## config.mk

```make
export PLATFORM = sky130hd
export DESIGN_NAME = stack_cpu
export DESIGN_NICKNAME = d
export VERILOG_FILES = /design/src/hw/stk_pkg.sv /design/src/hw/insn_decode.sv /design/src/hw/mem_port.sv /design/src/hw/operand_stack.sv /design/src/hw/seq_ctrl.sv /design/src/hw/stack_alu.sv /design/src/hw/stack_cpu.sv
export SDC_FILE = /design/constraint.sdc
export NUM_CORES = 1
export LEC_CHECK = 0
export BUFFER_PORTS_ARGS = -buffer_cell sky130_fd_sc_hd__buf_4
export CORE_MARGIN = 5
export CORE_UTILIZATION = 47
export CTS_CLUSTER_DIAMETER = 40
export DETAILED_ROUTE_END_ITERATION = 8
export SLEW_MARGIN = 5
export SYNTH_ARGS = -nofsm -noshare
export SYNTH_HDL_FRONTEND = slang
export SYNTH_SLANG_ARGS = --single-unit
```

## constraint.sdc

```tcl
create_clock -name clk -period 12.3 [get_ports clk]
set_input_delay 2.46 -clock clk [delete_from_list [all_inputs] [get_ports clk]]
set_output_delay 2.46 -clock clk [all_outputs]
set_load 0.05 [all_outputs]
```

## src/hw/stk_pkg.sv

```systemverilog
package stk_pkg;

  // datapath widths
  localparam int data_w = 16;
  localparam int pc_w = 10;
  localparam int addr_w = 8;
  localparam int op_w = 8;
  localparam int stack_depth = 8;

  // opcodes in the upper instruction byte
  localparam logic [op_w-1:0] op_push = 8'h00;
  localparam logic [op_w-1:0] op_pop = 8'h01;
  localparam logic [op_w-1:0] op_dup = 8'h02;
  localparam logic [op_w-1:0] op_ld = 8'h08;
  localparam logic [op_w-1:0] op_ldd = 8'h09;
  localparam logic [op_w-1:0] op_st = 8'h0C;
  localparam logic [op_w-1:0] op_sta = 8'h0D;
  localparam logic [op_w-1:0] op_std = 8'h0E;
  localparam logic [op_w-1:0] op_jmp = 8'h10;
  localparam logic [op_w-1:0] op_jz = 8'h11;
  localparam logic [op_w-1:0] op_alu = 8'h20;
  // whole word, not just the opcode
  localparam logic [data_w-1:0] halt_word = 16'hFFFF;

  // alu function selects, lower byte of the alu group
  localparam logic [7:0] fn_s0 = 8'h00;
  localparam logic [7:0] fn_s1 = 8'h01;
  localparam logic [7:0] fn_add = 8'h02;
  localparam logic [7:0] fn_sub = 8'h03;
  localparam logic [7:0] fn_mul = 8'h04;
  localparam logic [7:0] fn_join = 8'h05;
  localparam logic [7:0] fn_and = 8'h06;
  localparam logic [7:0] fn_lt = 8'h08;
  localparam logic [7:0] fn_eq = 8'h09;
  localparam logic [7:0] fn_neq = 8'h0A;

  // lower byte as immediate
  typedef struct packed {
    logic [op_w-1:0] opcode;
    logic [7:0]      imm8;
  } imm_view_t;

  // lower byte as alu function select
  typedef struct packed {
    logic [op_w-1:0] opcode;
    logic [7:0]      fn;
  } fn_view_t;

  // ctrl.imm tells which view holds
  typedef union packed {
    imm_view_t imm_view;
    fn_view_t  fn_view;
  } insn_u;

  // source of the new top of stack
  typedef enum logic [1:0] {
    ld_keep    = 2'd0,
    ld_stack1  = 2'd1,
    ld_alu     = 2'd2,
    ld_rd_data = 2'd3
  } load_sel_e;

  typedef enum logic [1:0] {
    jmp_none    = 2'd0,
    jmp_always  = 2'd1,
    jmp_if_zero = 2'd2
  } jmp_e;

  typedef struct packed {
    logic      imm;
    load_sel_e load;
    logic      rd;
    logic      wr;
    logic      pop;
    logic      push;
    jmp_e      jmp;
  } ctrl_t;

  typedef struct packed {
    logic              we;
    logic [addr_w-1:0] addr;
    logic [data_w-1:0] wdata;
  } mem_req_t;

endpackage

```

## src/hw/insn_decode.sv

```systemverilog
`timescale 1ns/1ps

module insn_decode import stk_pkg::*; (
  input  insn_u insn,
  output ctrl_t ctrl
);

  always_comb begin
    // unknown opcodes fall through as a no-op
    ctrl = '0;
    case (insn.imm_view.opcode)
      op_push: begin
        ctrl.imm  = 1'b1;
        ctrl.load = ld_alu;
        ctrl.push = 1'b1;
      end
      op_pop: begin
        ctrl.load = ld_stack1;
        ctrl.pop  = 1'b1;
      end
      op_dup: begin
        // bit 0 picks entry 0 or entry 1
        ctrl.load = load_sel_e'({1'b0, insn.imm_view.imm8[0]});
        ctrl.push = 1'b1;
      end
      op_ld: begin
        ctrl.imm  = 1'b1;
        ctrl.load = ld_rd_data;
        ctrl.rd   = 1'b1;
        ctrl.push = 1'b1;
      end
      op_ldd: begin
        // address popped, word pushed in its place
        ctrl.load = ld_rd_data;
        ctrl.rd   = 1'b1;
        ctrl.pop  = 1'b1;
        ctrl.push = 1'b1;
      end
      op_st: begin
        ctrl.imm  = 1'b1;
        ctrl.load = ld_stack1;
        ctrl.wr   = 1'b1;
        ctrl.pop  = 1'b1;
      end
      op_sta: begin
        // address stays on top
        ctrl.load = ld_keep;
        ctrl.wr   = 1'b1;
        ctrl.pop  = 1'b1;
      end
      op_std: begin
        // value stays on top
        ctrl.load = ld_stack1;
        ctrl.wr   = 1'b1;
        ctrl.pop  = 1'b1;
      end
      op_jmp: begin
        ctrl.imm = 1'b1;
        ctrl.jmp = jmp_always;
      end
      op_jz: begin
        // tested value is popped either way
        ctrl.imm  = 1'b1;
        ctrl.load = ld_stack1;
        ctrl.pop  = 1'b1;
        ctrl.jmp  = jmp_if_zero;
      end
      op_alu: begin
        ctrl.load = ld_alu;
        ctrl.pop  = 1'b1;
      end
      default: ctrl = '0;
    endcase
  end

endmodule

```

## src/hw/mem_port.sv

```systemverilog
`timescale 1ns/1ps

module mem_port import stk_pkg::*; (
  input  logic              clk,
  input  logic              rst,
  input  logic              start,
  input  ctrl_t             ctrl,
  input  logic [data_w-1:0] alu_out,
  input  logic [data_w-1:0] s0,
  input  logic [data_w-1:0] s1,
  output logic              mem_req,
  output mem_req_t          mem_cmd,
  input  logic              mem_ack,
  input  logic [data_w-1:0] mem_rdata,
  output logic [data_w-1:0] rd_word,
  output logic              done
);

  // four-phase states
  typedef enum logic [1:0] {
    mp_idle = 2'd0,
    mp_req  = 2'd1,
    mp_wait = 2'd2
  } mp_state_e;

  mp_state_e state;

  // one cycle only, state leaves mp_wait with it
  assign done = (state == mp_wait) && !mem_ack;

  always_ff @(posedge clk or posedge rst) begin
    if (rst) begin
      state   <= mp_idle;
      mem_req <= 1'b0;
    end else begin
      case (state)
        mp_idle: if (start) begin
          state   <= mp_req;
          mem_req <= 1'b1;
        end
        mp_req: if (mem_ack) begin
          state   <= mp_wait;
          mem_req <= 1'b0;
        end
        // wait for responder to release ack
        mp_wait: if (!mem_ack) state <= mp_idle;
        default: state <= mp_idle;
      endcase
    end
  end

  always_ff @(posedge clk) begin
    // command held stable for the whole transfer
    if (state == mp_idle && start) begin
      mem_cmd.we    <= ctrl.wr;
      mem_cmd.addr  <= alu_out[addr_w-1:0];
      mem_cmd.wdata <= ctrl.imm ? s0 : s1;
    end
    // read word valid while ack is high
    if (state == mp_req && mem_ack && !mem_cmd.we) begin
      rd_word <= mem_rdata;
    end
  end

endmodule

```

## src/hw/operand_stack.sv

```systemverilog
`timescale 1ns/1ps

module operand_stack import stk_pkg::*; (
  input  logic              clk,
  input  logic              rst,
  input  logic              update,
  input  ctrl_t             ctrl,
  input  logic [data_w-1:0] alu_out,
  input  logic [data_w-1:0] rd_word,
  output logic [data_w-1:0] s0,
  output logic [data_w-1:0] s1
);

  // entry 0 is the top
  logic [stack_depth-1:0][data_w-1:0] stk;
  logic [data_w-1:0]                  top_next;

  assign s0 = stk[0];
  assign s1 = stk[1];

  // new top from load select
  always_comb begin
    case (ctrl.load)
      ld_keep:    top_next = stk[0];
      ld_stack1:  top_next = stk[1];
      ld_alu:     top_next = alu_out;
      ld_rd_data: top_next = rd_word;
      default:    top_next = stk[0];
    endcase
  end

  always_ff @(posedge clk or posedge rst) begin
    if (rst) begin
      stk <= '0;
    end else if (update) begin
      stk[0] <= top_next;
      if (ctrl.push && !ctrl.pop) begin
        // shift down, bottom entry falls off
        for (int i = 1; i < stack_depth; i++) begin
          stk[i] <= stk[i-1];
        end
      end else if (ctrl.pop && !ctrl.push) begin
        // shift up
        for (int i = 1; i < stack_depth - 1; i++) begin
          stk[i] <= stk[i+1];
        end
        // bottom keeps its old value
      end
    end
  end

endmodule

```

## src/hw/seq_ctrl.sv

```systemverilog
`timescale 1ns/1ps

module seq_ctrl import stk_pkg::*; (
  input  logic              clk,
  input  logic              rst,
  input  ctrl_t             ctrl,
  input  insn_u             insn,
  input  logic [data_w-1:0] s0,
  input  logic              done,
  output logic              start,
  output logic              update,
  output logic [pc_w-1:0]   pc,
  output logic              halted
);

  typedef enum logic [1:0] {
    ph_exec   = 2'd0,
    ph_mem    = 2'd1,
    ph_update = 2'd2
  } phase_e;

  phase_e          phase;
  logic            mem_op;
  logic            is_halt;
  logic            take_jump;
  logic            halted_q;
  logic [pc_w-1:0] imm_sext;

  assign mem_op  = ctrl.rd | ctrl.wr;
  assign is_halt = (insn == halt_word);

  // request goes out as mem is entered
  assign start  = (phase == ph_exec) && mem_op;
  assign update = (phase == ph_update);

  // relative offset, signed byte
  assign imm_sext = {{(pc_w-8){insn.imm_view.imm8[7]}}, insn.imm_view.imm8};

  // zero test on the top before any pop
  assign take_jump = (ctrl.jmp == jmp_always) ||
                     ((ctrl.jmp == jmp_if_zero) && (s0 == '0));

  // visible already in the first halt update cycle
  assign halted = halted_q | (update && is_halt);

  always_ff @(posedge clk or posedge rst) begin
    if (rst) begin
      phase <= ph_exec;
    end else begin
      case (phase)
        ph_exec: phase <= ph_mem;
        // no access means a single mem cycle
        ph_mem: if (!mem_op || done) phase <= ph_update;
        ph_update: phase <= ph_exec;
        default: phase <= ph_exec;
      endcase
    end
  end

  always_ff @(posedge clk or posedge rst) begin
    if (rst) begin
      pc <= '0;
    end else if (update && !is_halt) begin
      if (take_jump) begin
        pc <= pc + imm_sext;
      end else begin
        pc <= pc + 1'b1;
      end
    end
  end

  // sticky until reset
  always_ff @(posedge clk or posedge rst) begin
    if (rst) begin
      halted_q <= 1'b0;
    end else if (update && is_halt) begin
      halted_q <= 1'b1;
    end
  end

endmodule

```

## src/hw/stack_alu.sv

```systemverilog
`timescale 1ns/1ps

module stack_alu import stk_pkg::*; (
  input  ctrl_t             ctrl,
  input  insn_u             insn,
  input  logic [data_w-1:0] s0,
  input  logic [data_w-1:0] s1,
  output logic [data_w-1:0] alu_out
);

  // comparison results, widened below
  logic lt;
  logic eq;

  assign lt = (s0 < s1);
  assign eq = (s0 == s1);

  always_comb begin
    if (ctrl.imm) begin
      // immediate path, also the address for LD and ST
      alu_out = {{(data_w-8){1'b0}}, insn.imm_view.imm8};
    end else begin
      case (insn.fn_view.fn)
        fn_s0:   alu_out = s0;
        fn_s1:   alu_out = s1;
        fn_add:  alu_out = s0 + s1;
        fn_sub:  alu_out = s0 - s1;
        // low half of the product only
        fn_mul:  alu_out = s0 * s1;
        fn_join: alu_out = s0 | (s1 << 8);
        fn_and:  alu_out = s0 & s1;
        fn_lt:   alu_out = {{(data_w-1){1'b0}}, lt};
        fn_eq:   alu_out = {{(data_w-1){1'b0}}, eq};
        fn_neq:  alu_out = {{(data_w-1){1'b0}}, ~eq};
        default: alu_out = '0;
      endcase
    end
  end

endmodule

```

## src/hw/stack_cpu.sv

```systemverilog
`timescale 1ns/1ps

module stack_cpu import stk_pkg::*; (
  input  logic              clk,
  input  logic              rst,
  input  insn_u             insn,
  output logic [pc_w-1:0]   pc,
  output logic              mem_req,
  output mem_req_t          mem_cmd,
  input  logic              mem_ack,
  input  logic [data_w-1:0] mem_rdata,
  output logic [data_w-1:0] tos,
  output logic              halted
);

  ctrl_t             ctrl;
  logic [data_w-1:0] s0;
  logic [data_w-1:0] s1;
  logic [data_w-1:0] alu_out;
  logic [data_w-1:0] rd_word;
  logic              start;
  logic              update;
  logic              done;

  assign tos = s0;

  insn_decode u_decode (
    .insn (insn),
    .ctrl (ctrl)
  );

  // also forms the data address
  stack_alu u_alu (
    .ctrl    (ctrl),
    .insn    (insn),
    .s0      (s0),
    .s1      (s1),
    .alu_out (alu_out)
  );

  operand_stack u_stack (
    .clk     (clk),
    .rst     (rst),
    .update  (update),
    .ctrl    (ctrl),
    .alu_out (alu_out),
    .rd_word (rd_word),
    .s0      (s0),
    .s1      (s1)
  );

  mem_port u_mem (
    .clk       (clk),
    .rst       (rst),
    .start     (start),
    .ctrl      (ctrl),
    .alu_out   (alu_out),
    .s0        (s0),
    .s1        (s1),
    .mem_req   (mem_req),
    .mem_cmd   (mem_cmd),
    .mem_ack   (mem_ack),
    .mem_rdata (mem_rdata),
    .rd_word   (rd_word),
    .done      (done)
  );

  // phases, pc and halt
  seq_ctrl u_seq (
    .clk    (clk),
    .rst    (rst),
    .ctrl   (ctrl),
    .insn   (insn),
    .s0     (s0),
    .done   (done),
    .start  (start),
    .update (update),
    .pc     (pc),
    .halted (halted)
  );

endmodule

```

==> results_dict.tcl, run 1 <==
set metrics [dict create \
    status "finished clean" \
    clkPwrFrac 0.116 \
    die_y_um 188 \
    cts.repair.resized 0 \
    cp_max_fo 35 \
    numPortBuffers 87 \
    fin_nets 1828 \
    die_x_um 188 \
    htree_levels 4 \
    required_ns 9.84 \
    critical_path.max_stage_delay_ns 0.56 \
    first_pass_iters 8 \
    clkLatencyLatePin_ns 0.46 \
    numCtsBuffers 17 \
    grt_overflow 0 \
    finalCritPeriodShare 0.547 \
    rsz0062_at_grt "false" \
    synth_nets 1810 \
    p_int_w 0.00242 \
    antenna_found_initial 1 \
    synth_seq_cells 185 \
    fmax_mhz 149 \
    cts-root-buf "clkbuf_16" \
    reg2reg_slack_ns 6.10 \
    drive_gt1_frac 0.122 \
    synthCells 1601 \
    r2r-end "u_stack.s0[15]$_DFFE_PP0P_" \
    post-route-min-period_ns 6.73 \
    hold_path_end "u_seq.halted_q$_DFFE_PP0P_" \
    drv_cap 0 \
    place.gp.congestion 0.868 \
    dp_cells 2002 \
    final-max-slew-violation-count 0 \
    fillers 2948 \
    relSlewSlack 0.190 \
    holdCritStartpoint "u_seq.halted_q$_DFFE_PP0P_" \
    cts_setup_buffers 0 \
    fp.dieArea_mm2 0.0352 \
    post-dp-hpwl_um 28100 \
    p_seq_frac 0.223 \
    r2r-start "u_stack.s0[5]$_DFFE_PP0P_" \
    final_cell_mix "nor2_1, inv_1, dfrtp_1" \
    whs_path_depth 1 \
    core_region_area_mm2 0.0314 \
    yosysSeqAreaShare 0.326 \
    skew_ns 0.0220 \
    grt_use_total 0.235 \
    drt_iter0_markers 1136 \
    hold_path_class "reg -> reg" \
    clkSlewWorstSetupHoldPaths_ns 0.07 \
    grt_max_degree 133 \
    worst_path_most_repeated_cell "buf_4" \
    setup_viol 0 \
    ys.flop_type "dfrtp_1" \
    reg2reg_depth 20 \
    yosysUniqueCellTypes 78 \
    p_comb_frac 0.661 \
    synthArstFlopShare 0.778 \
    critPathArrivalTime_ns 4.27 \
    ctsHoldBuffers 0 \
    p_sw_w 0.00243 \
    end_kind "output pin" \
    cp_cell_sequence "buf_4, nand2_1, or4_1, nor3_2, a21o_1, buf_4" \
    wl_per_cell_um 20.0 \
    io_pins 88 \
    synth_warnings 0 \
    powerDensity_mw_per_mm2 299 \
    p_leak_nw 7.08 \
    rows 65 \
    grt_pass1_wl_um 65300 \
    cp_num_buf_inv 2 \
    ant_nets 0 \
    layout_commonest_cell "nor2_1" \
    grt_pass1_vias 11300 \
    num_vias 11700 \
    vias_per_cell 5.73 \
    wl_um 40800 \
    syn_area_per_cell_um2 9.27 \
    syn_area_mm2 0.0148 \
    syn2layout_area_growth_pct 9.55 \
    path_delay_family "simple AND/OR/NAND/NOR gates" \
    initial_core_util 0.473 \
    start_kind "input pin" \
    critPathSlowestCell "or4_1" \
    p_sw_frac 0.501 \
    final-hold-violation-count 0 \
    route.detailed.drc 0 \
    cts_tree "yes" \
    clock_sinks 185 \
    final_cell_count_no_fill 2034 \
    critical_path_class "in -> out" \
    fin_tns_setup_ns 0 \
    clockBufferDepth 2 \
    ir_drop_mv 0.236 \
    synth_edf_count 41 \
    worst_slew_pin_slew_ns 1.21 \
]
[worst max-delay path by stage]
stage,from,end,slack (ns),cells after the start
CTS,insn[0],halted,5.58,6
global placement,insn[0],halted,5.63,6
floorplan,rst,u_mem.mem_req$_DFFE_PP0P_,5.97,1
detailed placement,insn[0],halted,5.59,6
global route,insn[0],halted,5.51,6
finish,insn[0],halted,5.57,6
[worst register-to-register path, delay by kind of cell (launching register included)]
kind / cells / cell delay [ns]
compound gates: 3 / 0.66
xor+xnor: 1 / 0.17
fa+ha+maj: 8 / 3.58
buf+inv: 5 / 0.53
flops: 1 / 0.70
simple gates: 3 / 0.44
[power groups by stage]
stage	Sequential [W]	Clock, W	Combinational (W)
2_1_floorplan	0.00101	0	0.00246
3_3_place_gp	0.00108	0	0.00314
3_5_place_dp	0.00109	0	0.00319
4_1_cts	0.00108	0.000577	0.00321
5_1_grt	0.00111	0.000602	0.00362
6_report	0.00108	0.000563	0.00321
[cells in the mapped netlist, types with 19 or more instances]
| master | n | area share |
|---|---|---|
| buf_4 | 19 | 0.0096 |
| ha_1 | 91 | 0.077 |
| and2_1 | 55 | 0.023 |
| xnor2_1 | 44 | 0.026 |
| o21ai_0 | 46 | 0.016 |
| clkbuf_1 | 70 | 0.018 |
| buf_2 | 20 | 0.0067 |
| mux2_2 | 27 | 0.020 |
| mux2i_1 | 101 | 0.068 |
| nor2_1 | 170 | 0.043 |
| inv_1 | 161 | 0.041 |
| edfxtp_1 | 41 | 0.083 |
| a21oi_1 | 141 | 0.048 |
| fa_1 | 83 | 0.11 |
| dfrtp_1 | 144 | 0.24 |
| nand2_1 | 136 | 0.034 |
[cell families after synthesis]
| kind of cell | share of synthesized area |
|---|---|
| flops | 0.326 |
| mux | 0.0894 |
| xor+xnor | 0.0330 |
| buf+inv | 0.0771 |
| fa+ha+maj | 0.189 |
| simple gates | 0.148 |
| compound gates | 0.138 |
[metal layers]
layer / vias up / share of wire / GRT usage
met2: 421 / 0.47 / 0.373
met1: 5693 / 0.43 / 0.322
met5: - / 0 / 0
li1: 5448 / - / -
met3: 88 / 0.066 / 0.0367
met4: 0 / 0.036 / 0.0957
[cell type report]
type | instances | area [um2] | area share
Sequential cell | 185 | 4830 | 0.297
Timing Repair Buffer | 112 | 841 | 0.0517
Antenna cell | 1 | 2.50 | 0.000154
Multi-Input combinational cell | 1141 | 8880 | 0.546
Inverter | 162 | 613 | 0.0377
Clock inverter | 14 | 154 | 0.00947
Tap cell | 402 | 503 | 0.0309
Clock buffer | 17 | 425 | 0.0262
[registers in the layout, indices dropped and copies added, names as in the netlist, 2 cells and up]
| name | cells |
|---|---|
| u_stack.s0 | 16 |
| u_stack.stk | 96 |
| u_mem.mem_cmd | 25 |
| u_mem.state | 2 |
| u_mem.rd_word | 16 |
| u_seq.phase | 2 |
| u_stack.s1 | 16 |
| u_seq.pc | 10 |
[per-stage QoR]
step	worst slack [ns]	utilization	hold slack, ns	cell area (um2)	power [W]
2_1_floorplan	5.97	-	0.430	14800	0.00347
3_3_place_gp	5.63	0.499	0.442	15700	0.00422
3_5_place_dp	5.59	0.499	0.448	15700	0.00428
4_1_cts	5.58	0.518	0.465	16300	0.00487
5_1_grt	5.51	0.518	0.506	16300	0.00533
6_report	5.57	0.518	0.471	16300	0.00486
Power figures use the tool's default switching activity.
==> run 2: changes to the inputs <==
- clock period: 12.3 -> 6.38 ns (I/O delays scaled with it)
==> results_dict.tcl, run 2 (synthesis results as in run 1) <==
set metrics [dict create \
    ctsHoldBuffers 0 \
    cp_num_buf_inv 4 \
    cts-root-buf "clkbuf_16" \
    critical_path.max_stage_delay_ns 0.71 \
    critPathArrivalTime_ns 6.24 \
    multi_input_area_mm2 0.00888 \
    setup_viol 0 \
    r2r-end "u_stack.s0[15]$_DFFE_PP0P_" \
    hold_path_class "reg -> reg" \
    startpoint "u_stack.s1[6]$_DFFE_PP0P_" \
    cts.repair.resized 0 \
    final-hold-violation-count 0 \
    grt_use_total 0.251 \
    rsz0062_at_grt "false" \
    grt_pass1_vias 11700 \
    clkLatencyLatePin_ns 0.45 \
    final_cell_mix "nor2_1, inv_1, dfrtp_1" \
    final_util 0.524 \
    worst_path_most_repeated_cell "fa_1" \
    hold_path_end "u_seq.halted_q$_DFFE_PP0P_" \
    p_leak_nw 7.19 \
    finalCritPeriodShare 0.930 \
    fin_tns_setup_ns 0 \
    syn2layout_area_growth_pct 10.8 \
    critical_path_class "reg -> reg" \
    numCtsBuffers 17 \
    antenna_found_initial 1 \
    clockBufferDepth 2 \
    start_kind "flip-flop" \
    antenna_cells 0 \
    die_y_um 188 \
    grt_max_degree 83 \
    die_x_um 188 \
    worst_slew_pin_slew_ns 1.08 \
    route.detailed.drc 0 \
    fp.dieArea_mm2 0.0352 \
    clkSlewWorstSetupHoldPaths_ns 0.08 \
    largestRegisters "u_stack.stk: 96 flops, u_mem.mem_cmd: 25 flops" \
    cp.depth 19 \
    whs_path_depth 1 \
    io_pins 88 \
    largest_reg_flops 96 \
    core_region_area_mm2 0.0314 \
    largest_register "u_stack.stk" \
    post-route-min-period_ns 5.93 \
    cts_setup_buffers 0 \
    grt_pass1_wl_um 69300 \
    path_delay_family "adder cells" \
    rows 65 \
    first_pass_iters 9 \
    initial_core_util 0.473 \
    cp_cell_sequence "ha_1, fa_1, inv_1, fa_1, inv_1, fa_1, fa_1, fa_1, inv_1, fa_1, inv_1, ha_1, nand3_1, a21oi_1, nor3_1, nor3_1, xnor2_1, a221oi_1, a211oi_2" \
    final-max-slew-violation-count 0 \
    fillers 2874 \
    drv_cap 0 \
    place.gp.congestion 0.942 \
    grt_overflow 0 \
    layout_commonest_cell "nor2_1" \
    status "finished clean" \
    end_kind "flip-flop" \
    r2r-start "u_stack.s1[6]$_DFFE_PP0P_" \
    register_area_mm2 0.00483 \
    cts_tree "yes" \
    holdCritStartpoint "u_seq.halted_q$_DFFE_PP0P_" \
    cp_max_fo 15 \
    wl_per_cell_um 21.3 \
    reg2reg_slack_ns 0.45 \
    vias_per_cell 5.73 \
    clock_sinks 185 \
    numPortBuffers 87 \
    reg2reg_depth 19 \
    htree_levels 4 \
    post-dp-hpwl_um 32000 \
    wl_um 43600 \
    relSlewSlack 0.278 \
    critPathSlowestCell "dfrtp_1" \
    powerDensity_mw_per_mm2 591 \
    fin_nets 1845 \
    skew_ns 0.0126 \
    drt_iter0_markers 1177 \
    required_ns 6.69 \
    num_vias 11700 \
    fmax_mhz 169 \
    drive_gt1_frac 0.132 \
    ant_nets 0 \
    ir_drop_mv 0.421 \
]
[run 2: worst max path at each step]
| stage | endpoint | slack (ns) |
|---|---|---|
| final | u_stack.s0[15]$_DFFE_PP0P_ | 0.45 |
| after global routing | u_stack.s0[15]$_DFFE_PP0P_ | 0.1 |
| after CTS | u_stack.s0[15]$_DFFE_PP0P_ | 0.45 |
| after detailed placement | u_stack.s0[15]$_DFFE_PP0P_ | 0.45 |
| after global placement | u_stack.s0[15]$_DFFE_PP0P_ | 0.61 |
| after floorplan | u_stack.s0[15]$_DFFE_PP0P_ | 0.92 |
[run 2: per-stage QoR]
| step | hold slack (ns) | cell area (um2) | instances | power (W) | setup WS (ns) |
|---|---|---|---|---|---|
| 6_report | 0.461 | 16400 | 2051 | 0.00972 | 0.449 |
| 3_5_place_dp | 0.446 | 15800 | 2019 | 0.00852 | 0.449 |
| 3_3_place_gp | 0.441 | 15800 | 2019 | 0.00846 | 0.609 |
| 4_1_cts | 0.463 | 16400 | 2051 | 0.00970 | 0.448 |
| 2_1_floorplan | 0.430 | 14800 | 1601 | 0.00669 | 0.919 |
| 5_1_grt | 0.514 | 16400 | 2051 | 0.0106 | 0.0956 |
[run 2: per-layer routing]
metal  part of all wire  track usage  up-vias  routed length, um
met2               0.46        0.391      418              20100
met5                  0            0        -                  0
met4              0.029       0.0802        0               1280
met3              0.067       0.0506       81               2910
met1               0.44        0.353     5739              19400
li1                   -            -     5504                  -
[run 2: report_power, final]
group | total (W) | leakage [nW] | internal [W] | switching [W]
Sequential | 0.00217 | 2.21 | 0.00158 | 0.000585
Clock | 0.00113 | 0.301 | 0.000606 | 0.000523
Combinational | 0.00642 | 4.68 | 0.00256 | 0.00386
[run 2: layout make-up]
cell class	count	share of cell area
Inverter	162	0.0373
Sequential cell	185	0.294
Multi-Input combinational cell	1141	0.541
Clock inverter	14	0.0110
Timing Repair Buffer	129	0.0597
Clock buffer	18	0.0267
Tap cell	402	0.0306
